[src/include/rv_params.svh]
`ifndef RV_PARAMS_SVH
`define RV_PARAMS_SVH

// First fetch address after reset
`define RV_RESET_PC     64'h0000_0000_0000_0000

// Fixed machine trap vector, no writable mtvec
`define RV_TRAP_VECTOR  64'h0000_0000_0000_0200

// addi x0, x0, 0 held in the instruction register after reset
`define RV_NOP          32'h0000_0013

// Interrupt bit set, code 11 machine external interrupt
`define RV_CAUSE_MEI    64'h8000_0000_0000_000B

`define RV_MIE_BIT      3   // mstatus.MIE
`define RV_MPIE_BIT     7   // mstatus.MPIE

`endif
[src/design/rv_pkg.sv]
package rv_pkg;

    // Register or address value
    typedef logic [63:0] word_t;

    // Memory data item, low half of a word
    typedef logic [31:0] half_t;

    typedef logic [4:0]  reg_idx_t;   // x0..x31
    typedef logic [31:0] instr_t;     // Raw instruction word

    // Operation classes the core executes
    typedef enum logic [3:0] {
        OP_LUI,
        OP_AUIPC,
        OP_ADDI,
        OP_SLLI,
        OP_ADD,
        OP_SUB,
        OP_SLT,
        OP_JAL,
        OP_JALR,
        OP_BEQ,
        OP_LW,
        OP_SW,
        OP_MRET,
        OP_NONE     // Unknown encoding, runs as no-op
    } op_t;

    // ALU functions
    typedef enum logic [1:0] {
        ALU_ADD,
        ALU_SUB,
        ALU_SLT,    // Signed compare
        ALU_SLL
    } alu_op_t;

endpackage

[src/design/rv_decode.sv]
`timescale 1ns/100ps

module rv_decode (
    input  rv_pkg::instr_t   ir_i,
    output rv_pkg::reg_idx_t rd_o,
    output rv_pkg::reg_idx_t rs1_o,
    output rv_pkg::reg_idx_t rs2_o,
    output rv_pkg::word_t    imm_o,
    output rv_pkg::op_t      op_o
);
    import rv_pkg::*;

    logic [6:0] opcode;
    logic [2:0] funct3;
    logic [6:0] funct7;

    assign opcode = ir_i[6:0];
    assign funct3 = ir_i[14:12];
    assign funct7 = ir_i[31:25];

    assign rd_o  = ir_i[11:7];
    assign rs1_o = ir_i[19:15];
    assign rs2_o = ir_i[24:20];

    // Immediate select by format
    always_comb begin
        case (opcode)
            7'b0110111, 7'b0010111: imm_o = {{32{ir_i[31]}}, ir_i[31:12], 12'b0};  // U lui auipc
            7'b0100011: imm_o = {{52{ir_i[31]}}, ir_i[31:25], ir_i[11:7]};          // S sw
            7'b1101111: imm_o = {{43{ir_i[31]}}, ir_i[31], ir_i[19:12], ir_i[20],
                                 ir_i[30:21], 1'b0};                               // J jal
            7'b1100011: imm_o = {{51{ir_i[31]}}, ir_i[31], ir_i[7], ir_i[30:25],
                                 ir_i[11:8], 1'b0};                                // B beq
            default:    imm_o = {{52{ir_i[31]}}, ir_i[31:20]};  // I, low 6 bits are shamt
        endcase
    end

    // Operation class
    always_comb begin
        op_o = OP_NONE;
        case (opcode)
            7'b0110111: op_o = OP_LUI;
            7'b0010111: op_o = OP_AUIPC;
            7'b0010011: begin
                if (funct3 == 3'b000) op_o = OP_ADDI;
                else if (funct3 == 3'b001 && ir_i[31:26] == 6'b0) op_o = OP_SLLI;  // RV64 shamt
            end
            7'b0110011: begin
                if (funct7 == 7'b0000000 && funct3 == 3'b000) op_o = OP_ADD;
                else if (funct7 == 7'b0100000 && funct3 == 3'b000) op_o = OP_SUB;
                else if (funct7 == 7'b0000000 && funct3 == 3'b010) op_o = OP_SLT;
            end
            7'b1101111: op_o = OP_JAL;
            7'b1100111: if (funct3 == 3'b000) op_o = OP_JALR;
            7'b1100011: if (funct3 == 3'b000) op_o = OP_BEQ;
            7'b0000011: if (funct3 == 3'b010) op_o = OP_LW;
            7'b0100011: if (funct3 == 3'b010) op_o = OP_SW;
            7'b1110011: if (ir_i == 32'h3020_0073) op_o = OP_MRET;  // Exact mret word
            default: op_o = OP_NONE;
        endcase
    end

endmodule

[config.mk]
export PLATFORM = sky130hd
export DESIGN_NAME = rv_decode
export DESIGN_NICKNAME = d
export VERILOG_FILES = /design/src/include/rv_params.svh /design/src/design/rv_pkg.sv /design/src/design/rv_decode.sv
export SDC_FILE = /design/constraint.sdc
export NUM_CORES = 1
export LEC_CHECK = 0
export BUFFER_PORTS_ARGS = -buffer_cell sky130_fd_sc_hd__buf_4
export CORE_MARGIN = 5
export CORE_UTILIZATION = 38
export DETAILED_ROUTE_END_ITERATION = 8
export GPL_TIMING_DRIVEN = 0
export PLACE_DENSITY = 0.85
export SLEW_MARGIN = 0
export SYNTH_ARGS = -nofsm -noshare
export SYNTH_HDL_FRONTEND = slang
export SYNTH_SLANG_ARGS = --single-unit
[constraint.sdc]
create_clock -name vclk -period 1.3
set_input_delay 0.065 -clock vclk [all_inputs]
set_output_delay 0.065 -clock vclk [all_outputs]
set_load 0.02 [all_outputs]
== Yosys cells after proc, flatten, opt, wreduce, memory -nomap -nowiden ==
Cells that the tools add are included.

* Register bits after elaboration: 0
* Logic and storage cells: 34

* Eq/ne operators: 14
* Muxes and demuxes: 12
* Reduce and logical (&&, ||, !) cells: 8

{| class="wikitable"
|+ Operator list
! cell !! count
|-
| $pmux W31 S4 || 1
|-
| $pmux W4 S10 || 1
|-
| $eq A32 B30 Y1 const B || 1
|-
| $eq A7 B6 Y1 const B || 4
|-
| $eq A7 B7 Y1 const B || 4
|-
| $mux W4 || 5
|-
| $eq A7 B5 Y1 const B || 2
|-
| $mux W3 || 4
|-
| $eq A7 B2 Y1 const B || 1
|-
| $logic_not A7 Y1 || 1
|-
| $logic_not A6 Y1 || 1
|-
| $logic_and A1 B1 Y1 || 4
|-
| $eq A3 B1 Y1 const B || 1
|-
| $eq A3 B2 Y1 const B || 1
|-
| $logic_not A3 Y1 || 1
|-
| $reduce_or A2 Y1 || 1
|-
| $mux W1 || 1
|}

== Longest topological paths before layout ==
Gate-level depths: netlist (run 1).

* Word-level depth: 6
* Mapped depth: 5

== Worst setup path before layout (run 1) ==
No wires, ideal clock.

* Path type: input to output
* Start point: in ir_i[3]
* End point: out imm_o[11]
* Arrival time: 1.028 ns
* Setup slack: 0.207 ns
* Stages: 4
* Cell sequence: and4bb_4 -> and3_4 -> mux2i_1 -> o2bb2ai_1

* Word-level cells in the longest chain between the ends: 3

{| class="wikitable"
|+ Ends and longest elaborated chain
! element !! line !! source
|-
| start: declaration || rv_decode.sv:4 || <nowiki>input rv_pkg::instr_t ir_i,</nowiki>
|-
| $eq A7 B5 Y1 or $eq A7 B6 Y1 (tied branches) || rv_decode.sv:27 || <nowiki>case (opcode)</nowiki>
|-
| $reduce_or A2 Y1 || rv_decode.sv:27 ||
|-
| $pmux W31 S4 (*) || rv_decode.sv:27 ||
|-
| end: declaration || rv_decode.sv:8 || <nowiki>output rv_pkg::word_t imm_o,</nowiki>
|}

Mark *: on every way between the ends. The rest lies on a longest branch, timed or not.

== Final worst setup path (run 1) ==
Same ends and word-level chain as after synthesis.

==> flow_metrics.py, run 1 <==
metrics = {
    "pwr": {
        "comb_power_share_pct": 100.0,
        "seqPwrFrac_pct": 0,
        "p_sw_share_pct": 50.0,
        "irDropWorstVdd_uv": 290,
        "clkPwrFrac_pct": 0,
        "power.density_nw_per_um2": 377,
        "power_switching_uw": 431,
        "intPower_uw": 432,
        "power.leakage_nw": 1.23,
    },
    "timing": {
        "fin_crit_ns": 1.41,
        "finalMaxSlewViolations": 0,
        "worst_pin_slew_ns": 0.505,
        "relSlewSlack_pct": 66.3,
        "fmax_mhz": 708,
        "rsz0062_at_grt": "yes",
        "setup_tns_ns": -0.158,
        "layout_setup_ws_ns": -0.112,
        "setup_violations": 3,
        "fin_crit_sh_pct": 109,
        "report.final.hold_viol_count": 0,
    },
    "synth": {
        "syn_inst": 168,
        "syn_nets": 200,
        "ys_seq_area_share_pct": 0,
        "netlist_area_um2": 1130,
        "synthTopCellsByArea": "buf_4 32%, nand2_1 9.0%, a21o_1 7.3%",
        "synth_top_area_share_pct": 31.8,
        "ys_types": 44,
        "ys_warn_count": 0,
        "synth_area_leader_cell": "buf_4",
        "avgSynthCellArea_um2": 6.74,
    },
    "worst_setup_path": {
        "critPathBufInv": 2,
        "critPathArrivalTime_ns": 1.35,
        "critPathRequiredTime_ns": 1.24,
        "max_stage_delay_ns": 0.36,
        "crit_chain": "buf_8 > and4bb_4 > and3_4 > mux2i_1 > o2bb2ai_1 > buf_4",
        "worst-setup-path-type": "in2out",
        "cp-start-kind": "primary input",
        "end_kind": "primary output",
        "crit_fanout": 5,
        "critical-path-top-delay-family": "simple AND/OR/NAND/NOR gates",
        "cpMaxStageDelayCell": "and4bb_4",
    },
    "layout": {
        "seqCellArea_um2": 0,
        "final_nets": 332,
        "drive_gt1_share_pct": 67.1,
        "instances_no_fill": 329,
        "synthToLayoutAreaGrowth_pct": 102,
        "nClkBuffers": 0,
        "antenna_cells": 0,
        "utilization_pct": 81.5,
        "fin_area_um2": 2290,
        "fillCellCount": 200,
        "nFlopsAndLatches": 0,
    },
    "placed_design": {
        "place.gp.congestion": 0.940,
        "port-buffer-count": 114,
        "dpl.cell_count": 313,
        "dpl_cell_area_um2": 2030,
        "dp_slack_ns": -0.164,
        "dp_hpwl_mm": 3.67,
    },
    "global_routing": {
        "grtUsageTotal_pct": 21.1,
        "grt_overflow_total": 0,
        "grt_pass1_vias": 1545,
        "grt_pass1_wl_mm": 7.37,
        "grt_max_degree": 39,
        "antenna_found_initial": 0,
    },
    "floorplan": {
        "dieArea_um2": 4170,
        "die_h_um": 64.6,
        "ios": 115,
        "die_w_um": 64.6,
        "rows": 19,
        "design.core.area_um2": 2810,
        "start_util_pct": 40.4,
    },
    "drt": {
        "first_pass_iters": 4,
        "wl_per_cell_um": 16.4,
        "vias": 1699,
        "ant_nets": 0,
        "via_per_inst": 5.16,
        "drc": 0,
        "drt_iter0_drc": 80,
        "routed_wl_mm": 5.39,
    },
    "run_status": {
        "violations": "setup timing",
        "status": "finished, violations left",
    },
    "run": {
        "cap_violations": 0,
    },
    "min_path": {
        "hp-class": "in2out",
    },
}
-- cells by family after synthesis --
kind of cell / share of synthesized area [%]
compound gates: 22.9
buf+inv: 37.0
xor+xnor: 0.774
simple gates: 38.5
mux: 0.884
-- layout by cell type, fill, tap and decap left out, types with 4 or more instances in the layout --
master / n
buf_6: 8
o21ai_1: 5
nand3_1: 6
and2_1: 6
nand4_1: 5
nand2_1: 27
inv_1: 4
a21o_1: 11
nor2_1: 4
buf_4: 167
nor3_1: 4
-- metal layers --
metal / global-route usage, % / share of wire [%]
met5: 0 / 0
met4: 1.06 / 2.8
met3: 3.80 / 9.9
met2: 39.0 / 50
met1: 26.7 / 38
-- through the flow --
step	hold WS, ns	total power [mW]
after floorplan	0.243	0.417
after global placement	0.433	0.777
after detailed placement	0.433	0.782
after CTS	0.439	0.804
after global routing	0.445	0.912
final	0.437	0.862
-- final cells by class --
class              count  area (µm²)  share of cell area (%)
plain buffers         54         402                    17.6
inverters              5        18.8                   0.821
multi-input cells    109         764                    33.4
well taps             31        38.8                    1.70
repair buffers       130        1060                    46.5
-- worst paths after layout --
path	cells past startpoint	start	end	slack, ns
worst min-delay path	3	ir_i[8]	rd_o[1]	0.44
worst max-delay path	6	ir_i[3]	imm_o[11]	-0.11
-- timing repair --
item                       CTS  global route
hold buffers                 0             0
gates cloned                 0             1
setup buffers                9             6
gates resized for setup      7            24
pin swaps                    5            10
setup endpoints to repair   18            25
-- power by group through the flow --
stage	combinational, mW	clock [mW]	sequential [mW]
after floorplan	0.417	0	0
after global placement	0.777	0	0
after detailed placement	0.782	0	0
after CTS	0.804	0	0
after global routing	0.912	0	0
final	0.862	0	0
-- cells in the mapped netlist (2+ instances only) --
library cell  instances
nand3_1               7
a21o_1               11
inv_1                 4
nand2_1              27
clkbuf_1              2
nand4_1               5
buf_4                48
o21ai_0               2
a211o_1               2
buf_6                 2
o21ai_1               4
nand3_2               2
and4_1                2
and2_1                6
nor3_1                6
a31oi_1               3
nor4b_1               3
nor2_1                4
nand3b_1              2
buf_2                 2
(Power assumes the default switching activity.)
==> run 2: changes to the inputs <==
- CELL_PAD_IN_SITES_DETAIL_PLACEMENT: not set -> 0
- CELL_PAD_IN_SITES_GLOBAL_PLACEMENT: not set -> 1
- CORE_ASPECT_RATIO: not set -> 2
- CORE_UTILIZATION: 38 -> 23
- PLACE_DENSITY: 0.85 -> 0.84
==> flow_metrics.py, run 2 (synthesized netlist as in run 1, its figures left out) <==
metrics = {
    "placed_design": {
        "port-buffer-count": 114,
        "dp_hpwl_mm": 4.11,
        "dpl_cell_area_um2": 2060,
        "place.gp.congestion": 0.874,
    },
    "pwr": {
        "comb_power_share_pct": 100.0,
        "power.density_nw_per_um2": 365,
        "power_switching_uw": 426,
        "intPower_uw": 419,
        "p_sw_share_pct": 50.5,
        "power.leakage_nw": 1.20,
        "power.total_uw": 845,
        "clkPwrFrac_pct": 0,
        "seqPwrFrac_pct": 0,
        "irDropWorstVdd_uv": 287,
    },
    "timing": {
        "setup_violations": 1,
        "fmax_mhz": 766,
        "fin_crit_ns": 1.31,
        "finalMaxSlewViolations": 0,
        "relSlewSlack_pct": 79.0,
        "rsz0062_at_grt": "yes",
        "layout_setup_ws_ns": -0.00545,
        "worst_pin_slew_ns": 0.312,
        "fin_crit_sh_pct": 100,
        "report.final.hold_viol_count": 0,
    },
    "worst_setup_path": {
        "critPathRequiredTime_ns": 1.24,
        "critPathArrivalTime_ns": 1.24,
        "cp-start-kind": "primary input",
        "end_kind": "primary output",
        "worst-setup-path-type": "in2out",
        "crit_fanout": 5,
    },
    "floorplan": {
        "design.core.area_um2": 4820,
        "die_w_um": 59.6,
        "die_h_um": 109,
        "start_util_pct": 23.5,
        "ios": 115,
        "dieArea_um2": 6510,
        "rows": 36,
    },
    "drt": {
        "vias": 1575,
        "via_per_inst": 4.54,
        "first_pass_iters": 4,
        "routed_wl_mm": 5.04,
        "drc": 0,
        "drt_iter0_drc": 52,
        "ant_nets": 0,
        "wl_per_cell_um": 14.5,
    },
    "layout": {
        "fillCellCount": 504,
        "antenna_cells": 0,
        "most-common-layout-cells": "154 x buf_4, 18 x nand2_1, 12 x buf_6, 11 x a21o_1, 9 x nand2_2",
        "nFlopsAndLatches": 0,
        "fin_area_um2": 2310,
        "layout_commonest_cell": "buf_4",
        "final_nets": 324,
        "multiInputGateArea_um2": 817,
        "drive_gt1_share_pct": 71.4,
        "nClkBuffers": 0,
        "seqCellArea_um2": 0,
        "synthToLayoutAreaGrowth_pct": 104,
    },
    "global_routing": {
        "grt_overflow_total": 0,
        "grt_pass1_wl_mm": 7.21,
        "antenna_found_initial": 0,
        "grt_pass1_vias": 1435,
        "grtUsageTotal_pct": 13.9,
        "grt_max_degree": 39,
    },
    "run_status": {
        "status": "finished, violations left",
        "violations": "setup timing",
    },
    "clocking": {
        "hold_buffers": 0,
    },
    "min_path": {
        "hp-class": "in2out",
    },
    "run": {
        "cap_violations": 0,
    },
}
run 2: cell types whose count changed in the layout (fill, tap and decap cells not counted), moves of 2 or more:
cell      change
buf_6         +4
nor3_1        -2
buf_12        +2
buf_4        -13
nand2_1       -9
nand2_2       +9
clkbuf_2      +2
run 2: worst paths after layout:
path / to / start / slack, ns / depth (start not counted)
worst max-delay path: imm_o[11] / ir_i[3] / -0.005 / 6
worst min-delay path: rd_o[4] / ir_i[11] / 0.44 / 3
run 2: metal layers:
layer / routed length [µm] / global-route usage, % / vias to the layer above / share of wire (%)
met5: 0 / 0 / - / 0
met4: 0 / 1.11 / 0 / 0
met3: 327 / 1.54 / 0 / 6.5
met2: 3110 / 28.6 / 49 / 62
met1: 1610 / 14.7 / 730 / 32
li1: - / - / 796 / -
run 2: final cells by class:
| class | instances | area share [%] |
|---|---|---|
| plain buffers | 54 | 17.4 |
| inverters | 5 | 0.811 |
| multi-input cells | 109 | 35.3 |
| well taps | 57 | 3.08 |
| repair buffers | 122 | 43.4 |
run 2: power by group through the flow:
stage	combinational, mW	sequential, mW	clock, mW
floorplan	0.417	0	0
global placement	0.787	0	0
detailed placement	0.791	0	0
CTS	0.813	0	0
global route	0.896	0	0
finish	0.845	0	0
run 2: timing repair:
action,4_1_cts,5_1_grt
setup buffers,3,4
endpoints found under the setup margin,24,28
pin swaps,5,9
hold endpoints to repair,0,0
cloned,1,0
gates resized for setup,13,34
run 2: per-stage QoR:
stage	utilization (%)	TNS, ns	hold slack [ns]	worst slack (ns)	std cells
floorplan	-	0	0.243	0.207	168
finish	48.0	-0.00545	0.437	-0.00545	347
detailed placement	42.7	-1.22	0.435	-0.271	339
CTS	44.8	-0.0208	0.436	-0.0208	343
global placement	42.7	-1.09	0.435	-0.299	339
global route	48.0	-0.212	0.450	-0.0629	347
run 2: critical path, stage by stage:
cell       delay [ns]
buf_8            0.10
and4bb_4         0.37
and3_4           0.24
mux2i_1          0.19
o2bb2ai_1        0.13
buf_4            0.16
