$ cat src/include/rv_params.svh
`ifndef RV_PARAMS_SVH
`define RV_PARAMS_SVH

// First fetch address after reset
`define RV_RESET_PC     64'h0000_0000_0000_0000

// Fixed machine trap vector, no writable mtvec
`define RV_TRAP_VECTOR  64'h0000_0000_0000_0200

// addi x0, x0, 0 held in the instruction register after reset
`define RV_NOP          32'h0000_0013

// Interrupt bit set, code 11 machine external interrupt
`define RV_CAUSE_MEI    64'h8000_0000_0000_000B

`define RV_MIE_BIT      3   // mstatus.MIE
`define RV_MPIE_BIT     7   // mstatus.MPIE

`endif
$ cat src/design/rv_pkg.sv
package rv_pkg;

    // Register or address value
    typedef logic [63:0] word_t;

    // Memory data item, low half of a word
    typedef logic [31:0] half_t;

    typedef logic [4:0]  reg_idx_t;   // x0..x31
    typedef logic [31:0] instr_t;     // Raw instruction word

    // Operation classes the core executes
    typedef enum logic [3:0] {
        OP_LUI,
        OP_AUIPC,
        OP_ADDI,
        OP_SLLI,
        OP_ADD,
        OP_SUB,
        OP_SLT,
        OP_JAL,
        OP_JALR,
        OP_BEQ,
        OP_LW,
        OP_SW,
        OP_MRET,
        OP_NONE     // Unknown encoding, runs as no-op
    } op_t;

    // ALU functions
    typedef enum logic [1:0] {
        ALU_ADD,
        ALU_SUB,
        ALU_SLT,    // Signed compare
        ALU_SLL
    } alu_op_t;

endpackage

$ cat src/design/rv_csr.sv
`timescale 1ns/100ps
`include "rv_params.svh"

module rv_csr (
    input  logic          clk,
    input  logic          reset,
    input  logic          interrupt_i,    // Machine external interrupt line
    input  logic          irq_window_i,   // Instruction register holds a takeable instruction
    input  logic          mret_i,
    input  rv_pkg::word_t epc_i,          // Address of the instruction being skipped
    output logic          take_irq_o,
    output rv_pkg::word_t mepc_o,
    output logic          interrupt_ack_o
);
    import rv_pkg::*;

    word_t mstatus_q;  // Only MIE and MPIE are live
    word_t mepc_q;

    // Combinational take decision
    assign take_irq_o = interrupt_i && mstatus_q[`RV_MIE_BIT] && irq_window_i;
    assign mepc_o     = mepc_q;

    always_ff @(posedge clk or negedge reset) begin
        if (!reset) begin
            mstatus_q <= '0;
            mstatus_q[`RV_MIE_BIT] <= 1'b1;  // Interrupts enabled out of reset
            mepc_q <= '0;
            interrupt_ack_o <= 1'b0;
        end else begin
            interrupt_ack_o <= take_irq_o;  // One pulse per take
            if (take_irq_o) begin
                mepc_q <= epc_i;
                mstatus_q[`RV_MPIE_BIT] <= mstatus_q[`RV_MIE_BIT];
                mstatus_q[`RV_MIE_BIT] <= 1'b0;  // Mask nesting
            end else if (mret_i) begin
                mstatus_q[`RV_MIE_BIT] <= mstatus_q[`RV_MPIE_BIT];
                mstatus_q[`RV_MPIE_BIT] <= 1'b1;
            end
        end
    end

endmodule

$ cat config.mk
export PLATFORM = sky130hd
export DESIGN_NAME = rv_csr
export DESIGN_NICKNAME = d
export VERILOG_FILES = /design/src/design/rv_pkg.sv /design/src/design/rv_csr.sv
export VERILOG_INCLUDE_DIRS = /design/src /design/src/include
export SDC_FILE = /design/constraint.sdc
export NUM_CORES = 1
export LEC_CHECK = 0
export BUFFER_PORTS_ARGS = -buffer_cell sky130_fd_sc_hd__buf_2
export CAP_MARGIN = 20
export CORE_MARGIN = 3
export CORE_UTILIZATION = 48
export DETAILED_ROUTE_END_ITERATION = 10
export GPL_TIMING_DRIVEN = 0
export HOLD_SLACK_MARGIN = 0.1
export PLACE_DENSITY = 0.87
export SLEW_MARGIN = 20
export SYNTH_ARGS = -nofsm -noshare
export SYNTH_HDL_FRONTEND = slang
export SYNTH_SLANG_ARGS = --single-unit
$ cat constraint.sdc
create_clock -name clk -period 2.62 [get_ports clk]
set_input_delay 0.131 -clock clk [delete_from_list [all_inputs] [get_ports clk]]
set_output_delay 0.131 -clock clk [all_outputs]
set_load 0.01 [all_outputs]
# Word level (Yosys, flattened, before mapping)
# Cells that the tools add are included.
classes:
  n_mux: 4
  n_reduce_logical: 3
op_table:
  columns: ["op", "n"]
  rows:
  - ["1-bit two-way mux", 4]
  - ["1-bit logical AND", 2]
  - ["2-bit nonzero test", 1]
totals:
  in_bits: 69
  output_inout_bits: 66
  reg_bits: 67
  word_cells: 11

# Depth between registers and ports, before layout
# Gate-level depths: netlist (run 1).
depth:
  word_depth: 3
  depth_mapped: 5
  depth_no_buf: 2

# Worst setup path before layout (run 1)
# No wires, ideal clock.
synth_path:
  path_type: "register -> register"
  start: "register mstatus_q[3]"
  end: "register mepc_q[31] (netlist: mepc_o[31])"
  path_buffers: 3
  arrival_ns: 1.339
  synth_period_minus_slack_ns: 1.464
  stages_incl_launch_ff: 6
  setup_slack_ns: 1.156
  setup_time_ns: 0.125
  t_required_ns: 2.495
  path_cell_list: "dfstp_2 -> and3_1 -> buf_2 -> buf_6 -> buf_6 -> mux2_4"
synth_via:
  elab_chain_len: 2
synth_rtl:
  columns: ["item", "line", "rtl"]
  rows:
  - ["start, declared", "rv_csr.sv:17", "word_t mstatus_q;"]
  - ["start signal, assigned by index", "rv_csr.sv:34", "mstatus_q[`RV_MPIE_BIT] <= mstatus_q[`RV_MIE_BIT];"]
  - ["start signal, assigned by index", "rv_csr.sv:37", "mstatus_q[`RV_MIE_BIT] <= mstatus_q[`RV_MPIE_BIT];"]
  - ["1-bit logical AND (2 in a row)", "rv_csr.sv:21", "assign take_irq_o = interrupt_i && mstatus_q[`RV_MIE_BIT] && irq_window_i;"]
  - ["end signal, assigned", "rv_csr.sv:33", "mepc_q <= epc_i;"]
  - ["end, declared", "rv_csr.sv:18", "word_t mepc_q;"]
# No other way between the ends.
# A chain may end at the register's enable or synchronous reset.

# Worst setup path after layout (run 1)
layout_path:
  start: "register mstatus_q[3]"
  end: "output port take_irq_o"
layout_via:
  elab_chain_len: 2
layout_rtl:
  columns: ["item", "line", "rtl"]
  rows:
  - ["1-bit logical AND (2 in a row)", "rv_csr.sv:21", null]
  - ["end, declared", "rv_csr.sv:11", "output logic take_irq_o,"]
# No other way between the ends.

==> results of run 1 <==
[power by group through the flow]
| stage | Combinational, mW | Clock (mW) | Sequential, mW |
|---|---|---|---|
| global route | 0.935 | 0.925 | 1.42 |
| CTS | 0.874 | 0.876 | 1.38 |
| finish | 0.876 | 0.861 | 1.39 |
| floorplan | 0.307 | 0 | 1.51 |
| detailed placement | 0.795 | 0 | 1.40 |
| global placement | 0.767 | 0 | 1.38 |
[layout make-up]
| class | count | share of cell area [%] |
|---|---|---|
| buffer | 8 | 1.535 |
| clock buffer | 12 | 3.897 |
| tap | 70 | 2.067 |
| clock inverter | 2 | 0.8267 |
| sequential | 67 | 39.59 |
| timing repair buffer | 201 | 31.95 |
| multi-input combinational | 68 | 20.02 |
| antenna | 2 | 0.1181 |
[per-layer routing]
layer	up-vias	routed length (µm)	share of wire (%)
met3	16	412	5.6
met5	-	0	0
li1	925	-	-
met1	1002	2552	35
met2	79	4178	57
met4	0	166	2.3
[timing repair]
action,4_1_cts,5_1_grt
hold buffers,66,0
setup endpoints to repair,0,0
hold endpoints to repair,133,0
[cells by family after synthesis]
logic type    count (synthesis)  synth area share [%]
buf+inv                       8                 2.511
simple gates                  3                0.6279
mux                          65                 32.11
flops                        67                 64.75
[registers in the layout (all words and copies together), names as in the netlist]
| name | cells |
|---|---|
| interrupt_ack_o | 1 |
| mstatus_q | 2 |
| mepc_o | 64 |
[Yosys cell counts]
cell type | instances | share of area (%)
dfstp_2 | 1 | 1.0
mux2_2 | 37 | 16
buf_6 | 4 | 1.7
buf_2 | 4 | 0.77
nor2_1 | 1 | 0.14
dfrtp_1 | 66 | 64
mux2i_1 | 1 | 0.39
or3_1 | 1 | 0.24
mux2_4 | 27 | 16
and3_1 | 1 | 0.24
[final timing paths]
check                      cells after the start  slack [ns]         start            to
max reg2reg                                    5        1.02  mstatus_q[3]    mepc_o[45]
min in group clk                               1        0.48  mstatus_q[7]  mstatus_q[7]
min reg2reg                                    1        0.48  mstatus_q[7]  mstatus_q[7]
min                                            2        0.24         reset    mepc_o[39]
max in group asynchronous                      3        1.85         reset    mepc_o[37]
max                                            5        0.86  mstatus_q[3]    take_irq_o
[metrics by stage]
step / instances / hold WS [ns] / power [mW] / setup WS (ns) / instance area [µm²]
floorplan: 143 / -0.1646 / 1.815 / 1.156 / 2591
global placement: 347 / 0.3618 / 2.146 / 1.056 / 3349
detailed placement: 348 / 0.06064 / 2.192 / 1.011 / 3372
CTS: 428 / 0.2447 / 3.133 / 0.8318 / 4233
global route: 428 / 0.2568 / 3.277 / 0.7779 / 4233
finish: 430 / 0.2434 / 3.127 / 0.8646 / 4238
==> run_results.csv, run 1 <==
group,metric,value,unit
placed_design,gp_congestion,0.7177,
final_layout,multi_input_area,848.3,µm²
floorplan,die_h,79.48,µm
sta,finalMaxSlewViolations,0,
critical_path,path_max_fanout,11,
final_layout,seqCellArea,1678,µm²
detailed_routing,wire_per_inst,17.00,µm
logic_synthesis,yosys_register_bits,67,
clock_network,clkTransAtPathRegs,0.07,ns
placed_design,hpwlAfterDp,4458,µm
critical_path,crit_path_start_kind,"flip-flop",
final_layout,layout_commonest_cell,"buf_2",
global_routing,grt_util_all_layers,24.48,%
pwr,p_sw,0.8515,mW
sta,period_share,67.00,%
logic_synthesis,yosys_warnings,0,
global_routing,grtUsageMet3,5.756,%
detailed_routing,vias_per_cell,4.702,
sta,setup_violations,0,
global_routing,use_met1,24.91,%
critical_path,worstSetupPathType,"flip-flop to output port",
critical_path,crit_chain,"and3_1, buf_2, buf_6, buf_6, buf_2",
floorplan,dieArea,6316,µm²
clock_network,clock_sinks,67,
floorplan,num_rows,26,
clock_network,cts_made_buffers,9,
floorplan,core_area,5172,µm²
detailed_routing,vias,2022,
sta,slew_headroom,77.83,%
pwr,leakage,2.104,nW
sta,fin_worst_skew,0.008571,ns
final_layout,layout_common_cells,"buf_2, dlygate4sd3_1, dfrtp_1",
worst_hold_path,hp-class,"input pin to async pin",
sta,tns,0,ns
global_routing,grtUsageMet2,46.24,%
detailed_routing,wl,7310,µm
clock_network,post_cts_buffers,0,
sta,hold_viol,0,
logic_synthesis,syn-num-nets,212,
clock_network,h-tree-depth,3,
sta,max_freq,569.7,MHz
final_layout,finalNetCount,424,
detailed_routing,drc_errors,0,
global_routing,antenna_found_initial,0,
sta,finalWorstPathRequiredPeriod,1.755,ns
pwr,p_seq_share,44.4,%
detailed_routing,dr.pass1.iters,4,
placed_design,port-buffer-count,134,
clock_network,root_buffer,"clkbuf_8",
critical_path,crit_required,2.49,ns
clock_network,cts-resized-gates,0,
critical_path,max_stage_delay,0.53,ns
global_routing,grt_max_degree,43,
global_routing,grt_pass1_vias,2359,
critical_path,cp_slowest_cell,"dfstp_2",
critical_path,crit_buf_inv,4,
final_layout,syn_to_final_growth,63.54,%
final_layout,n_fill_cell,282,
global_routing,grt.busiest_layer,"met2",
pwr,powerDensity,737.9,nW/µm²
detailed_routing,ant_nets,0,
logic_synthesis,synth_area_per_cell,18.12,µm²
logic_synthesis,netlist_instances,143,
logic_synthesis,yosysSeqAreaShare,64.75,%
pwr,switching_share,27.23,%
logic_synthesis,syn_area,2591,µm²
critical_path,cp_top_family,"buffers and inverters",
final_layout,final_core_util,81.93,%
detailed_routing,first_iter_violations,71,
clock_network,insertion_delay,0.33,ns
final_layout,drive_gt1_share,62.01,%
global_routing,grt_pass1_wl,11520,µm
global_routing,grt_overflow_total,0,
clock_network,cts_buffer_depth,2,
logic_synthesis,synth_cell_types,10,
run_status,status,"finished clean",
critical_path,endpoint_kind,"output port",
floorplan,die_w,79.48,µm
floorplan,initial_core_util,50.10,%
sta,tightest_slew,0.3325,ns
floorplan,ios,135,
pwr,p_clk_share,27.5,%
sta,rsz0062_at_grt,"false",
run,cap_violations,0,
pwr,p_comb_share,28.0,%
pwr,p_int,2.276,mW
clock_network,cts_tree,"yes",
pwr,peakVddDrop,0.4990,mV
critical_path,cp.arrival,1.62,ns
Note: power is estimated with default switching activity, not from simulation.
==> run 2: changes to the inputs <==
--- a/config.mk
+++ b/config.mk
@@ -9,11 +9,11 @@
 export BUFFER_PORTS_ARGS = -buffer_cell sky130_fd_sc_hd__buf_2
 export CAP_MARGIN = 20
 export CORE_MARGIN = 3
-export CORE_UTILIZATION = 48
+export CORE_UTILIZATION = 45
 export DETAILED_ROUTE_END_ITERATION = 10
 export GPL_TIMING_DRIVEN = 0
 export HOLD_SLACK_MARGIN = 0.1
-export PLACE_DENSITY = 0.87
+export PLACE_DENSITY = 0.83
 export SLEW_MARGIN = 20
 export SYNTH_ARGS = -nofsm -noshare
 export SYNTH_HDL_FRONTEND = slang
==> constraint.sdc (replaced) <==
create_clock -name clk -period 1.7 [get_ports clk]
set_input_delay 0.085 -clock clk [delete_from_list [all_inputs] [get_ports clk]]
set_output_delay 0.085 -clock clk [all_outputs]
set_load 0.01 [all_outputs]
==> run 2 against run 1 <==
  * Design area rose by 1.3%
  * Combinational power rose by 58%
  * Clock-buffer cell count rose by 2
  * Worst setup slack got worse by 0.80 ns
  * Non-clock buffer count rose by 4
  * Register-to-register slack got worse by 0.88 ns
  * Via count rose by 1.7%
==> run_results.csv, run 2 (synthesis gave the netlist of run 1 again) <==
group,metric,value,unit
critical_path,rrSetupSlack,0.14,ns
detailed_routing,ant_nets,0,
placed_design,pre_cts_slack,0.1188,ns
floorplan,num_rows,27,
global_routing,grt_overflow_total,0,
critical_path,cp.arrival,1.55,ns
sta,max_freq,610.7,MHz
floorplan,core_area,5540,µm²
detailed_routing,first_iter_violations,60,
critical_path,rr_endpoint,"mepc_o[32]",
floorplan,die_w,81.89,µm
floorplan,ios,135,
floorplan,dieArea,6705,µm²
critical_path,endpoint_kind,"output port",
floorplan,initial_core_util,46.77,%
final_layout,drive_gt1_share,62.26,%
clock_network,cts_made_buffers,9,
sta,finalWorstPathRequiredPeriod,1.637,ns
global_routing,antenna_found_initial,0,
detailed_routing,drc_errors,0,
final_layout,finalNetCount,428,
clock_network,clock_sinks,67,
run,cap_violations,0,
floorplan,die_h,81.89,µm
final_layout,layout_common_cells,"buf_2, dlygate4sd3_1, dfrtp_1",
sta,holdWs,0.2147,ns
placed_design,hpwlAfterDp,4429,µm
global_routing,grt_util_all_layers,22.78,%
pwr,peakVddDrop,0.6456,mV
critical_path,crit_required,1.62,ns
detailed_routing,wl_met3,658,µm
detailed_routing,vias_per_cell,4.729,
clock_network,h-tree-depth,3,
detailed_routing,drt-met1-wl,2846,µm
placed_design,port-buffer-count,134,
critical_path,path_max_fanout,11,
sta,setup_violations,0,
detailed_routing,top_layer_used,"met4",
clock_network,insertion_delay,0.34,ns
sta,fin_worst_skew,0.003575,ns
pwr,leakage,2.133,nW
final_layout,layout_commonest_cell,"buf_2",
global_routing,grt_pass1_wl,10960,µm
critical_path,worstSetupPathType,"flip-flop to output port",
placed_design,gp_congestion,0.7550,
sta,period_share,96.32,%
detailed_routing,wl,7701,µm
detailed_routing,met2_length,3997,µm
sta,hold_viol,0,
clock_network,clkTransAtPathRegs,0.07,ns
clock_network,cts_buffer_depth,2,
critical_path,crit_path_start_kind,"flip-flop",
detailed_routing,vias,2057,
final_layout,insertedDiodeCount,0,
final_layout,n_fill_cell,318,
run_status,status,"finished clean",
global_routing,grt_max_degree,40,
final_layout,largest_register_ffs,64,
sta,finalMaxSlewViolations,0,
clock_network,root_buffer,"clkbuf_8",
sta,fin_ws,0.06258,ns
pwr,powerDensity,1147,nW/µm²
detailed_routing,wire_per_inst,17.70,µm
critical_path,ff2ff_path_depth,5,
detailed_routing,dr.pass1.iters,4,
final_layout,syn_to_final_growth,65.67,%
global_routing,grt_pass1_vias,2118,
critical_path,r2r_start,"mstatus_q[3]",
worst_hold_path,hp-class,"input pin to async pin",
sta,tightest_slew,0.3884,ns
sta,slew_headroom,74.11,%
clock_network,cts_tree,"yes",
sta,tns,0,ns
## run 2: cell count changes in the layout (fill, tap and decap cells not counted), sizes merged
cell | before | now
clkbuf | 12 | 14
clkinv | 1 | 0
diode | 2 | 0
buf | 143 | 147
## run 2: what timing repair did
action	CTS	global route
endpoints found under the setup margin	1	1
gates resized for setup	3	1
hold buffers	66	0
endpoints found under the hold margin	133	0
setup buffers	0	4
## run 2: routing by layer
| layer | up-vias | track usage [%] |
|---|---|---|
| met2 | 100 | 40.23 |
| met5 | - | 0 |
| met4 | 0 | 11.46 |
| met3 | 21 | 7.127 |
| li1 | 930 | - |
| met1 | 1006 | 24.39 |
## run 2: worst max-delay path by stage
| stage | end | start | depth (start not counted) |
|---|---|---|---|
| after floorplan | mepc_o[31] | mstatus_q[3] | 5 |
| after global placement | mepc_o[46] | mstatus_q[3] | 5 |
| after detailed placement | mepc_o[41] | mstatus_q[3] | 5 |
| after CTS | take_irq_o | mstatus_q[3] | 5 |
| after global routing | take_irq_o | mstatus_q[3] | 5 |
| final | take_irq_o | mstatus_q[3] | 5 |
## run 2: critical path: stages, from the launching register on
cell	delay, ns
dfstp_2	0.53
and3_1	0.14
buf_4	0.13
buf_8	0.14
buf_12	0.14
buf_2	0.14
## run 2: through the flow
stage / power [mW] / instance area [µm²] / utilization [%] / cells
after global placement: 3.314 / 3352 / 60.50 / 349
final: 4.926 / 4293 / 77.48 / 435
after floorplan: 2.797 / 2591 / - / 143
after global routing: 5.167 / 4293 / 77.48 / 435
after detailed placement: 3.370 / 3374 / 60.91 / 350
after CTS: 4.893 / 4260 / 76.90 / 431
## run 2: report_power, final
group          switching (mW)  internal [mW]  total [mW]  leakage [nW]
sequential              0.199           1.95        2.15         0.787
clock                   0.569          0.831        1.40         0.109
combinational           0.586          0.789        1.38          1.24
## run 2: cell type report
class / count / area (µm²) / share of cell area (%)
timing repair buffer: 205 / 1384 / 32.24
tap: 72 / 90.09 / 2.099
buffer: 8 / 80.08 / 1.865
sequential: 67 / 1678 / 39.08
clock buffer: 14 / 182.7 / 4.255
multi-input combinational: 68 / 848.3 / 19.76
clock inverter: 1 / 30.03 / 0.6995
