`config.mk`:
```
export PLATFORM = sky130hd
export DESIGN_NAME = rv_exec
export DESIGN_NICKNAME = d
export VERILOG_FILES = /design/src/design/rv_pkg.sv /design/src/design/rv_exec.sv
export VERILOG_INCLUDE_DIRS = /design/src /design/src/include
export SDC_FILE = /design/constraint.sdc
export NUM_CORES = 1
export LEC_CHECK = 0
export BUFFER_PORTS_ARGS = -buffer_cell sky130_fd_sc_hd__buf_2
export CAP_MARGIN = 20
export CELL_PAD_IN_SITES_DETAIL_PLACEMENT = 2
export CELL_PAD_IN_SITES_GLOBAL_PLACEMENT = 2
export CORE_AREA = 5 5 364 366
export CTS_CLUSTER_SIZE = 28
export DETAILED_ROUTE_END_ITERATION = 6
export DIE_AREA = 0 0 369 371
export PLACE_DENSITY_LB_ADDON = 0.1
export SLEW_MARGIN = 5
export SYNTH_ARGS = -nofsm -noshare
export SYNTH_HDL_FRONTEND = slang
export SYNTH_SLANG_ARGS = --single-unit
```
`constraint.sdc`:
```
create_clock -name clk -period 11 [get_ports clk]
set_clock_uncertainty 0.15 [all_clocks]
set_input_delay 1.1 -clock clk [delete_from_list [all_inputs] [get_ports clk]]
set_output_delay 1.1 -clock clk [all_outputs]
set_load 0.05 [all_outputs]
```
`src/include/rv_params.svh`:
```
`ifndef RV_PARAMS_SVH
`define RV_PARAMS_SVH

// First fetch address after reset
`define RV_RESET_PC     64'h0000_0000_0000_0000

// Fixed machine trap vector, no writable mtvec
`define RV_TRAP_VECTOR  64'h0000_0000_0000_0200

// addi x0, x0, 0 held in the instruction register after reset
`define RV_NOP          32'h0000_0013

// Interrupt bit set, code 11 machine external interrupt
`define RV_CAUSE_MEI    64'h8000_0000_0000_000B

`define RV_MIE_BIT      3   // mstatus.MIE
`define RV_MPIE_BIT     7   // mstatus.MPIE

`endif
```
`src/design/rv_pkg.sv`:
```
package rv_pkg;

    // Register or address value
    typedef logic [63:0] word_t;

    // Memory data item, low half of a word
    typedef logic [31:0] half_t;

    typedef logic [4:0]  reg_idx_t;   // x0..x31
    typedef logic [31:0] instr_t;     // Raw instruction word

    // Operation classes the core executes
    typedef enum logic [3:0] {
        OP_LUI,
        OP_AUIPC,
        OP_ADDI,
        OP_SLLI,
        OP_ADD,
        OP_SUB,
        OP_SLT,
        OP_JAL,
        OP_JALR,
        OP_BEQ,
        OP_LW,
        OP_SW,
        OP_MRET,
        OP_NONE     // Unknown encoding, runs as no-op
    } op_t;

    // ALU functions
    typedef enum logic [1:0] {
        ALU_ADD,
        ALU_SUB,
        ALU_SLT,    // Signed compare
        ALU_SLL
    } alu_op_t;

endpackage

```
`src/design/rv_exec.sv`:
```
`timescale 1ns/100ps
`include "rv_params.svh"

module rv_exec (
    input  logic             clk,
    input  logic             reset,
    input  rv_pkg::instr_t   instruction_i,   // Word at pc_o
    output rv_pkg::word_t    pc_o,
    output rv_pkg::instr_t   ir_o,
    input  rv_pkg::op_t      op_i,
    input  rv_pkg::reg_idx_t rd_i,
    input  rv_pkg::reg_idx_t rs1_i,
    input  rv_pkg::reg_idx_t rs2_i,
    input  rv_pkg::word_t    imm_i,
    output rv_pkg::reg_idx_t rf_rs1_o,
    output rv_pkg::reg_idx_t rf_rs2_o,
    input  rv_pkg::word_t    rdata1_i,
    input  rv_pkg::word_t    rdata2_i,
    output rv_pkg::alu_op_t  alu_op_o,
    output rv_pkg::word_t    alu_a_o,
    output rv_pkg::word_t    alu_b_o,
    input  rv_pkg::word_t    alu_y_i,
    output logic             rf_we_o,
    output rv_pkg::reg_idx_t rf_rd_o,
    output rv_pkg::word_t    rf_wdata_o,
    output logic             irq_window_o,
    output logic             mret_o,
    output rv_pkg::word_t    epc_o,
    input  logic             take_irq_i,
    input  rv_pkg::word_t    mepc_i,
    output rv_pkg::word_t    bus_addr_o,
    output rv_pkg::word_t    bus_write_data_o,
    output logic             bus_write_enable_o,
    output logic             bus_read_enable_o,
    input  rv_pkg::word_t    bus_read_data_i
);
    import rv_pkg::*;

    word_t  pc_q;          // Fetch address, one ahead of ir_q
    instr_t ir_q;
    logic   bubble_q;      // Flush the wrong fetch after a redirect
    logic   load_pass_q;   // lw replay carries the read data
    word_t  instr_pc;      // Address of ir_q
    word_t  pc_rel;        // jal, beq target and auipc sum
    word_t  load_data;
    word_t  next_pc;
    logic   active;        // ir_q executes this cycle
    logic   taken;
    logic   load_issue;

    assign instr_pc   = pc_q - 64'd4;
    assign pc_rel     = instr_pc + imm_i;
    assign load_data  = {{32{bus_read_data_i[31]}}, bus_read_data_i[31:0]};  // lw sign extension
    assign active     = !take_irq_i && !bubble_q;
    assign load_issue = active && op_i == OP_LW && !load_pass_q;

    assign pc_o = pc_q;
    assign ir_o = ir_q;
    assign epc_o = instr_pc;                          // Unexecuted instruction
    assign irq_window_o = !bubble_q && !load_pass_q;  // No take mid-load or on a flushed word
    assign mret_o = active && op_i == OP_MRET;
    assign rf_rd_o = rd_i;

    // Unused operand ports read x0
    always_comb begin
        rf_rs1_o = '0;
        rf_rs2_o = '0;
        case (op_i)
            OP_ADDI, OP_SLLI, OP_JALR, OP_LW: rf_rs1_o = rs1_i;
            OP_ADD, OP_SUB, OP_SLT, OP_BEQ, OP_SW: begin
                rf_rs1_o = rs1_i;
                rf_rs2_o = rs2_i;
            end
            default: ;
        endcase
    end

    // ALU steering, rs1 + imm by default (addi, lw, sw, jalr)
    always_comb begin
        alu_a_o  = rdata1_i;
        alu_b_o  = imm_i;
        alu_op_o = ALU_ADD;
        case (op_i)
            OP_SLLI: alu_op_o = ALU_SLL;  // shamt in imm low bits
            OP_ADD:  alu_b_o = rdata2_i;
            OP_SUB: begin
                alu_b_o  = rdata2_i;
                alu_op_o = ALU_SUB;
            end
            OP_SLT: begin
                alu_b_o  = rdata2_i;
                alu_op_o = ALU_SLT;
            end
            default: ;
        endcase
    end

    // Writeback source
    always_comb begin
        rf_we_o    = 1'b0;
        rf_wdata_o = alu_y_i;
        case (op_i)
            OP_ADDI, OP_SLLI, OP_ADD, OP_SUB, OP_SLT: rf_we_o = active;
            OP_LUI: begin
                rf_we_o    = active;
                rf_wdata_o = imm_i;
            end
            OP_AUIPC: begin
                rf_we_o    = active;
                rf_wdata_o = pc_rel;
            end
            OP_JAL, OP_JALR: begin
                rf_we_o    = active;
                rf_wdata_o = pc_q;         // Link, instruction address + 4
            end
            OP_LW: begin
                rf_we_o    = active && load_pass_q;  // Second pass only
                rf_wdata_o = load_data;
            end
            default: ;
        endcase
    end

    // Redirect target
    always_comb begin
        taken   = 1'b0;
        next_pc = pc_rel;
        case (op_i)
            OP_JAL:  taken = 1'b1;
            OP_JALR: begin
                taken   = 1'b1;
                next_pc = {alu_y_i[63:1], 1'b0};
            end
            OP_BEQ:  taken = rdata1_i == rdata2_i;
            OP_MRET: begin
                taken   = 1'b1;
                next_pc = mepc_i;
            end
            default: ;
        endcase
    end

    // Priority: interrupt, bubble, instruction
    always_ff @(posedge clk or negedge reset) begin
        if (!reset) begin
            pc_q <= `RV_RESET_PC;
            ir_q <= `RV_NOP;
            bubble_q <= 1'b0;
            load_pass_q <= 1'b0;
            bus_read_enable_o <= 1'b0;
            bus_write_enable_o <= 1'b0;
        end else begin
            ir_q <= instruction_i;
            pc_q <= pc_q + 64'd4;     // Default sequential fetch
            bubble_q <= 1'b0;
            bus_read_enable_o <= 1'b0;
            bus_write_enable_o <= 1'b0;
            if (take_irq_i) begin
                pc_q <= `RV_TRAP_VECTOR;
                bubble_q <= 1'b1;
            end else if (bubble_q) begin
                pc_q <= pc_q + 64'd4;  // Flushed slot, fetch continues
            end else if (op_i == OP_LW) begin
                if (load_issue) begin
                    pc_q <= instr_pc;   // Refetch lw for the write pass
                    bubble_q <= 1'b1;
                    load_pass_q <= 1'b1;
                    bus_read_enable_o <= 1'b1;
                end else begin
                    load_pass_q <= 1'b0;
                end
            end else if (op_i == OP_SW) begin
                bus_write_enable_o <= 1'b1;
            end else if (taken) begin
                pc_q <= next_pc;
                bubble_q <= 1'b1;
            end
        end
    end

    // Bus payload
    always_ff @(posedge clk) begin
        if (load_issue) begin
            bus_addr_o <= alu_y_i;
        end
        if (active && op_i == OP_SW) begin
            bus_addr_o <= alu_y_i;
            bus_write_data_o <= {32'b0, rdata2_i[31:0]};  // Low word only
        end
    end

endmodule

```
Word-level counts from Yosys, hierarchy flattened
Cells that the tools add are included.

cells by class
  add/sub/neg operators = 3
  eq/ne operators = 13
  bitwise operators = 2
  reduce and logical (&&, ||, !) cells = 19
  muxes and demuxes = 29

operator list
  kind                                                                   count
  64-bit 2-to-1 mux                                                      9
  64-bit one-hot mux with 4 select lines                                 1
  64-bit one-hot mux with 2 select lines                                 1
  64-bit by 3-bit adder with 64-bit output, second input constant        1
  64-bit adder                                                           1
  64-bit equality test                                                   1
  64-bit by 3-bit subtractor with 64-bit output, second input constant   1
  4-bit equality test, second input constant                             5
  9-bit OR reduction                                                     2
  4-bit by 3-bit equality test with 1-bit output, second input constant  4
  1-bit 2-to-1 mux                                                       13
  5-bit 2-to-1 mux                                                       2
  4-bit by 2-bit equality test with 1-bit output, second input constant  2
  1-bit logical AND                                                      7
  2-bit one-hot mux with 3 select lines                                  1
  3-bit OR reduction                                                     2
  5-bit OR reduction                                                     1
  4-bit by 1-bit equality test with 1-bit output, second input constant  1
  4-bit zero test                                                        1
  1-bit one-hot mux with 2 select lines                                  2
  1-bit zero test                                                        3
  3-bit AND reduction                                                    1
  1-bit NOT                                                              2
  2-bit nonzero test                                                     1
  2-bit OR reduction                                                     1

word-level totals
  bits of input ports = 438
  register bits after elaboration = 196

Depth between registers and ports, before layout
Gate-level depths: netlist of the first run.

  word-level depth = 8
  mapped depth = 20
  mapped depth without buffers = 18

Worst setup path after synthesis of the first run
Ideal clock, no wire load.

  path type = register to output
  start = register pc_q[2], in the netlist pc_o[2]
  end = output rf_wdata_o[59]
  data arrival time = 6616 ps
  path slack = 3134 ps
  data required time = 9750 ps
  cell stages (with the launch flop) = 17
  cells stage by stage = dfrtp_1 inv_1 ha_1 nand3_1 or3b_2 nor3_1 xor2_1 ha_1 clkbuf_1 nand4_1 or3_1 a211oi_1 o21ai_1 a2111oi_0 a2111oi_0 or4_1 a31oi_1

between the ends
  longest elaborated chain between the ends = 3

RTL lines
  what                                           RTL line        text
  start, declared                                rv_exec.sv:39   word_t pc_q;
  start signal, assigned                         rv_exec.sv:146  pc_q <= `RV_RESET_PC;
  start signal, assigned                         rv_exec.sv:154  pc_q <= pc_q + 64'd4;
  start signal, assigned                         rv_exec.sv:159  pc_q <= `RV_TRAP_VECTOR;
  64-bit by 3-bit subtractor with 64-bit output  rv_exec.sv:51   assign instr_pc = pc_q - 64'd4;
  net epc_o[2]                                   rv_exec.sv:28   output rv_pkg::word_t epc_o,
  64-bit adder                                   rv_exec.sv:52   assign pc_rel = instr_pc + imm_i;
  64-bit one-hot mux with 4 select lines         rv_exec.sv:102  case (op_i)
  end, declared                                  rv_exec.sv:25   output rv_pkg::word_t rf_wdata_o,

The timed path passes the listed nets, and every way through them passes these cells.

Worst setup path after layout of the first run
  start = register pc_q[4], in the netlist pc_o[4]
  end = output rf_wdata_o[56]

between the ends
  longest elaborated chain between the ends = 3

RTL lines
  what                                           RTL line
  64-bit by 3-bit subtractor with 64-bit output  rv_exec.sv:51
  64-bit adder                                   rv_exec.sv:52
  64-bit one-hot mux with 4 select lines         rv_exec.sv:102

No other way between the ends.

==> out/summary.md, run 1 <==
The synthesized design contains 96 enable-type register cells. Via count of the first global-routing pass: 25200. The remaining design rule violation count is 0. Synthesis produced a netlist whose cell count is 2453. The final clock period utilization by the worst path was 82.3%; the clock latency on the worst-skew pair was 570 ps. At the end of routability-driven placement, the weighted congestion stood at 0.859.

The worst slack at placement was 2590 ps; the standby leakage power was 11.6 nW. The sequential cell area was 0.00539 mm²; the maximum level of the CTS H-tree was 4. The shortest clock period the worst path allows after layout was 9050 ps; the setup fix buffers added after clock tree synthesis was 0. VDD sags by at most 0.143 mV. The floorplan step set the die height to 371 µm. The run gives 0.00176 W as the power spent charging and discharging nets. The hold violation count in the final report was 0. Clock-pin slew was measured on the worst setup and hold paths at 90 ps. Entering global routing, the biggest net connects 62 pins. The area fraction of the dominant cell type after synthesis was 14.6%; the part of the total power dissipated in combinational logic was 51.3%. The library cell used most frequently in the layout, excluding fill and tap cells, is sky130_fd_sc_hd__buf_2.

The synthesized area is 0.0198 mm². The root buffer cell chosen for the clock tree is sky130_fd_sc_hd__clkbuf_16. The critical path is of the reg2out type.

The HPWL after detailed placement is 144000 µm. The number of violations reported at the end of detailed-routing iteration 0 is 1568. The tools report the effective utilization at floorplan as 15.4%. The clock network is responsible for 22.7% of the overall power. The detail route stage leaves a number of antenna-violating nets equal to 0. For this design the ratio of total power to cell area is 127 mW/mm². Dividing the synthesized area by the synthesized cell count gives 8.07 µm². Number of nets in the finished design: 3643. The top cell types in the final layout, fill and taps aside, are sky130_fd_sc_hd__buf_2, sky130_fd_sc_hd__nor2_1, sky130_fd_sc_hd__nand2_1. The prevailing post-synth register cell was sky130_fd_sc_hd__dfrtp_1. sky130_fd_sc_hd__edfxtp_1 takes more of the synthesized area than any other cell.

For the initial antenna violation count, the log shows 50. The flow ran to the end, and the final reports show no timing, DRC or antenna violations. The tools report the area of the core as 0.129 mm². For the pin with the worst max-slew slack, the measured transition is 1170 ps. Net switching is 53.2% of the power. In this run the tightest slew margin relative to its limit is 21.0%.

The run gives 2 as the maximum count of clock buffers along a single path. The run gives 26.0% as the register share of total power. TritonCTS built the clock tree. The count of buffers inserted at the top-level ports was 865; the count of vias placed by the detailed router was 23500.

Summed over all layers, the routed wires come to 176000 µm. Max-cap violations in this run came to 0. For this run, the register share of the synthesized area comes to 27.2%. Counting flops with an async set or reset pin after synthesis yields a share of 51.0%. The tools report the number of distinct library cells after synthesis as 80. The internal power was 0.00155 W.

In this run the worst path has a maximum fanout of 12. After clock tree synthesis, the repair step resized 0 gates. The global-route wire length before repair was 232000 µm. The logs give 0 for the number of warnings printed during yosys synthesis and 7800 ps for the worst path arrival time. Before antenna repair, the detailed router went through 6 iterations.

Setup repair after global routing left no endpoint under its margin. STA classifies the critical path startpoint as a register. Yosys attributes the largest share of cell area to sky130_fd_sc_hd__edfxtp_1, sky130_fd_sc_hd__dfrtp_1, sky130_fd_sc_hd__xor2_1. Pin placement for this block handled 940 I/O pins. The worst setup path is captured at an output pin.

After detailed routing, the average wire length per cell comes to 36.5 µm. The worst hold path belongs to the class in2async. Counting the fill cells in the layout gives 15100. Number of hold-repair buffers added at the cts stage: 0. Of the cells placed in the final design, the portion with a size suffix greater than 1 is 33.7%.

The launch instance of the worst register-to-register path is pc_o[4]. The run gives 0 as the final-report setup violation count. The average via count per standard cell works out to 4.86. Synthesis-to-finish area growth: 31.2%. Based on the critical path, the design can be clocked at up to 0.110 GHz. In this run, CTS created clock tree buffers numbering 17. In this run the core area contains 132 standard-cell rows. The destination of the worst register-to-register timing path was pc_o[63].

The floorplan step defined a die boundary enclosing 0.137 mm². The global-route total usage across every layer was 24.7%. The post-synthesis sequential element count was 196; the clock net sink count was 196. Setup total negative slack on the finished layout was measured at 0 ps.

The run gives 3940 ps as the register-to-register setup slack. Summed over all layers, the global routing overflow is 0. At the worst endpoint, the required time is 9750 ps.

The horizontal die dimension was 369 µm; the number of max-slew violations in the final report was 0. Measured in cells, the most critical reg-to-reg path has a length of 17. Summing all multi-input logic gate instances after layout gives 0.0129 mm². After layout, the worst setup slack is 1950 ps.
-- registers in the layout, summed over array words and instances, names as in the netlist --
signal and count:
bus_addr_o 64, pc_o 64, bus_write_data_o 32, ir_o 32, bubble_q 1, bus_read_enable_o 1, bus_write_enable_o 1, load_pass_q 1
-- per-stage QoR --
stage | util, % | instance area, µm² | total power (W) | hold WS [ps] | std cells
final | 20.1 | 26000 | 0.00331 | 256 | 4827
after global routing | 20.1 | 25900 | 0.00346 | 228 | 4820
after detailed placement | 19.7 | 25300 | 0.00259 | 530 | 4786
after CTS | 20.1 | 25900 | 0.00337 | 206 | 4818
after global placement | 19.7 | 25300 | 0.00257 | 509 | 4784
after floorplan | - | 19900 | 0.00191 | 612 | 2484
-- kinds of logic after synthesis --
logic type,count (synthesis),synth area share (%)
other cells,1,0.0189
compound gates,711,23.7
mux,119,6.43
xor+xnor,229,10.2
buf+inv,339,8.43
flops,196,27.2
fa+ha+maj,75,4.78
simple gates,783,19.2
-- worst max-delay path: stages, from the launching register on --
cell and delay, ps:
sky130_fd_sc_hd__dfrtp_1 550, sky130_fd_sc_hd__nor4_1 670, sky130_fd_sc_hd__and4_1 510, sky130_fd_sc_hd__nand3_1 710, sky130_fd_sc_hd__nor3_1 430, sky130_fd_sc_hd__xor2_1 360, sky130_fd_sc_hd__ha_1 270, sky130_fd_sc_hd__nand2_1 130
sky130_fd_sc_hd__nor4_1 660, sky130_fd_sc_hd__nor3b_1 340, sky130_fd_sc_hd__a41oi_1 390, sky130_fd_sc_hd__o211ai_1 510, sky130_fd_sc_hd__nand2_1 200, sky130_fd_sc_hd__xor2_1 200, sky130_fd_sc_hd__o21ai_0 790, sky130_fd_sc_hd__o21a_1 240
sky130_fd_sc_hd__buf_2 260
-- Yosys cell counts (65+ instances only) --
cell type,instances
sky130_fd_sc_hd__nor2_1,218
sky130_fd_sc_hd__nand2_1,204
sky130_fd_sc_hd__clkbuf_1,169
sky130_fd_sc_hd__a21oi_1,159
sky130_fd_sc_hd__o21ai_0,154
sky130_fd_sc_hd__xor2_1,129
sky130_fd_sc_hd__buf_4,103
sky130_fd_sc_hd__xnor2_1,98
sky130_fd_sc_hd__dfrtp_1,97
sky130_fd_sc_hd__edfxtp_1,96
sky130_fd_sc_hd__ha_1,74
sky130_fd_sc_hd__mux2_2,65
-- power by group through the flow --
| stage | logic [W] | registers, W | clock network (W) |
|---|---|---|---|
| 4_1_cts | 0.00172 | 0.000861 | 0.000787 |
| 3_3_place_gp | 0.00170 | 0.000875 | 0 |
| 6_report | 0.00170 | 0.000860 | 0.000750 |
| 2_1_floorplan | 0.000993 | 0.000915 | 0 |
| 5_1_grt | 0.00179 | 0.000866 | 0.000802 |
| 3_5_place_dp | 0.00171 | 0.000877 | 0 |
-- per-layer routing --
layer | share of wire, % | up-vias | routed length (µm) | GRT usage [%]
met5 | 0.031 | - | 55 | 0
met4 | 2.5 | 8 | 4340 | 6.07
met3 | 6.4 | 130 | 11200 | 4.87
met2 | 49 | 913 | 86000 | 43.4
met1 | 42 | 12100 | 74600 | 31.0
li1 | - | 10300 | - | -
-- area by class of cell --
class | count | area share [%]
Multi-Input combinational cell | 1949 | 49.8
Sequential cell | 196 | 20.8
Timing Repair Buffer | 921 | 18.3
Tap cell | 1675 | 8.08
Clock buffer | 18 | 1.65
Inverter | 45 | 0.651
Clock inverter | 14 | 0.617
Antenna cell | 9 | 0.0868
-- how the worst max path moves through the flow --
stage	cells after the start	slack (ps)	endpoint	start
2_1_floorplan	16	3130	rf_wdata_o[59]	pc_o[2]
3_3_place_gp	17	2280	rf_wdata_o[59]	pc_o[4]
3_5_place_dp	16	2590	rf_wdata_o[56]	pc_o[4]
4_1_cts	16	1880	rf_wdata_o[56]	pc_o[4]
5_1_grt	16	1590	rf_wdata_o[56]	pc_o[4]
6_report	16	1950	rf_wdata_o[56]	pc_o[4]
No activity file was read; power rests on OpenSTA's default activity.
==> run 2, diff against run 1 <==
Settings changed: ABC_AREA set to 1, CORE_AREA 5 5 364 366 to 5 5 360 362, DIE_AREA 0 0 369 371 to 0 0 365 367.
Clock period 11 ns to 9.5 ns, I/O delays scaled along.
==> run 2 against run 1 <==
Total power up 21%. Critical path type unchanged. Register-to-register slack worse by 370 ps. Final cell count up 31%. Critical endpoint is now rf_wdata_o[34]. Highest routed layer unchanged. Largest cell class unchanged. First-iteration DRC count up 52%.
==> out/summary.md, run 2 <==
Across the VDD grid, the largest voltage drop is 0.171 mV. The synthesized netlist devotes 11.1% of its cell area to compound gates. The area share of and/or/nand/nor cells after synthesis works out to 40.2%.

The commonest non-fill, non-tap cell in the layout is sky130_fd_sc_hd__nand2_1. The run gives 0.932 as the weighted congestion reported at the end of routability-driven placement. Cells fill 23.3% of the core in the end. The setup fix buffers added after clock tree synthesis was 0; the average via count per standard cell was 4.77. The tools report the hold violation count in the final report as 0.

The run gives 940 as the number of primary I/O pins. The largest single stage delay on the critical path is 780 ps. Post-synthesis sequential element count: 196. STA classifies the critical path endpoint as an output pin. After clock tree synthesis, the clock-pin slew on the worst setup and hold paths is 100 ps. The run gives 58 as the largest net degree at the start of global routing. STA classifies the critical path startpoint as a register.

Of the total synthesized cell area, the portion taken by full adders, half adders and majority gates is 4.06%. The number of buffers added by the clock tree synthesis step was 17; the clock latency on the worst-skew pair was 570 ps. TritonCTS built the clock tree.

The tightest min-delay check is of the in2async type. The run gives 28.3% as the global-route total usage across every layer. The count of flip-flops with a built-in enable after synthesis came out at 96. The critical path in this run is classified as reg2out. The run gives 4 as the maximum level of the CTS H-tree.

The horizontal die dimension came out at 365 µm. Setup repair after global routing left no endpoint under its margin. The tool flagged a number of max-cap violations equal to 0. Family of cells with the greatest summed delay on the critical path: simple AND/OR/NAND/NOR gates. The largest area contributor in the synthesized netlist is sky130_fd_sc_hd__nand2_1. For this run, the post-layout net count is 5144. The first global-routing pass estimated 261000 µm of wire.

The critical-path maximum fanout was 9; the count of cells resized by post-cts repair was 0. The final clock period utilization by the worst path was 79.8%; the proportion of layout cells with a drive suffix above 1 was 22.2%. The top cell type by area accounts for 23.7% of the synthesized area. At the worst endpoint, the required time is 8400 ps. Among all flip-flop cells after synthesis, the most frequent one is sky130_fd_sc_hd__dfrtp_1. The site row count was 131; the part of the Yosys area used for sequential elements was 23.1%. Count of antenna-violating nets left after detailed routing: 0. The slowest stage of the critical path belongs to the cell sky130_fd_sc_hd__nor3_1.

Input and output buffers added on the ports amount to 865. In this run the power density over the cells is 137 mW/mm². By area, the combinational part of the netlist is dominated by simple AND/OR/NAND/NOR gates. Summing the areas of all xor and xnor instances in the mapped netlist gives 6.57% of the synthesized area. Most numerous cell in the Yosys netlist: sky130_fd_sc_hd__nand2_1. Of the post-synthesis cell area, the part taken by muxes is 0%.

Leaving out fill and tap cells, the most frequent cells in the layout are sky130_fd_sc_hd__nand2_1, sky130_fd_sc_hd__buf_2, sky130_fd_sc_hd__inv_1. Yosys attributes the largest share of cell area to sky130_fd_sc_hd__nand2_1, sky130_fd_sc_hd__edfxtp_1, sky130_fd_sc_hd__dfrtp_1. The synthesized netlist contains 59 unique library cells.

The effective utilization at floorplan is 18.4%, and the share of synthesized registers carrying an async set or reset is 51.0%. The detailed-route wire length per cell came out at 31.1 µm. The first detailed-routing pass ran for 5 iterations. The routed design could run at a clock period as short as 7580 ps. Synthesis produced 3924 cells.

The die covers 0.134 mm². In this run the clock root is driven by a sky130_fd_sc_hd__clkbuf_16. The run gives 31300 as the via count of the first global-routing pass. The routed wire length is 197000 µm, and the total grt overflow is 0. The run finished with clean final reports.

The count of vias placed by the detailed router was 30200; the maximum count of clock buffers along a single path was 2. Highest attainable clock frequency: 0.132 GHz. Data on the critical path arrives at its endpoint at 6480 ps.

The tools report the final-report setup violation count as 0. Number of max-slew violations in the final report: 0. The HPWL after detailed placement is 168000 µm. The area of the core was 0.126 mm².

The number of hold-repair buffers added at the cts stage is 0, and the total negative slack is 0 ps. The synthesis-to-finish area growth was 26.1%. The actual transition at the worst max-transition pin is 1200 ps, and the worst path buffer plus inverter count is 5. The tools report the relative slew slack as 19.8%.

The remaining design rule violation count was 0. The synthesized netlist occupies a cell area of 0.0233 mm². The floorplan step set the die height to 367 µm. For this design the static power due to leakage is 16.1 nW. The clock drives 196 sinks.

The critical path goes through inv_1 -> ha_1 -> nand2_2 -> nor3_1 -> xor2_1 -> inv_1 -> ha_1 -> nand2_1 -> inv_1 -> nand2_1 -> nand2_1 -> inv_1 -> nand2_1 -> a21oi_1 -> nand3_1 -> a21oi_1 -> a2bb2oi_1 -> buf_2. The detailed router finished its first iteration with 2386 violations. The initial antenna violation count was 41. Dividing the synthesized area by the synthesized cell count gives 5.94 µm². Ranked by instance count, the synthesized netlist is headed by sky130_fd_sc_hd__nand2_1, sky130_fd_sc_hd__inv_1, sky130_fd_sc_hd__nor2_1, sky130_fd_sc_hd__nand3_1, sky130_fd_sc_hd__a21oi_1. The Yosys step of the flow raised 0 warnings.
run 2: power breakdown:
| group | internal (W) | switching, W |
|---|---|---|
| Combinational | 0.000484 | 0.00170 |
| Sequential | 0.000919 | 0.0000852 |
| Clock | 0.000355 | 0.000477 |
| Total | 0.00176 | 0.00226 |
run 2: per-stage QoR:
stage	hold slack [ps]	cells	area [µm²]	worst slack, ps	power (W)
6_report	312	6319	29400	1920	0.00402
5_1_grt	287	6312	29400	1780	0.00419
4_1_cts	257	6306	29400	1990	0.00405
3_5_place_dp	488	6274	28800	2650	0.00318
3_3_place_gp	477	6274	28800	2720	0.00317
2_1_floorplan	422	3955	23400	2590	0.00228
run 2: kinds of logic (layout without fill, tap and decap cells):
kind of cell	after synthesis	after routing
adders and majority gates	75	75
AOI/OAI and AO/OA	423	423
DFF	196	196
buffers and inverters	788	1477
xor gates and xnor gates	173	173
other	1	45
and+or+nand+nor	2268	2268
run 2: layer usage:
metal  wire length [µm]  global-route usage [%]  vias up
li1                   -                       -    13700
met1              89100                    38.4    15300
met2              92000                    47.5     1083
met3              11300                    3.96      126
met4               4410                    6.49        2
met5                 13                       0        -
run 2: worst paths after layout:
check / startpoint / cells past startpoint / slack [ps] / to
min in group clk: instruction_i[1] / 1 / 330 / ir_o[1]
worst min register to register: bubble_q / 3 / 510 / pc_o[0]
max in group asynchronous: reset / 2 / 7500 / pc_o[23]
worst min-delay path: reset / 1 / 310 / ir_o[9]
worst max register to register: pc_o[2] / 19 / 3570 / pc_o[38]
worst max-delay path: pc_o[2] / 18 / 1920 / rf_wdata_o[34]
run 2: layout make-up:
| cell class | count | area [µm²] |
|---|---|---|
| timing repair buffer | 911 | 4680 |
| sequential | 196 | 5390 |
| clock inverter | 14 | 160 |
| multi-input combinational | 2971 | 14600 |
| inverter | 534 | 2010 |
| fill | 15900 | 97000 |
| tap | 1662 | 2080 |
| clock buffer | 18 | 429 |
| antenna | 13 | 32.5 |
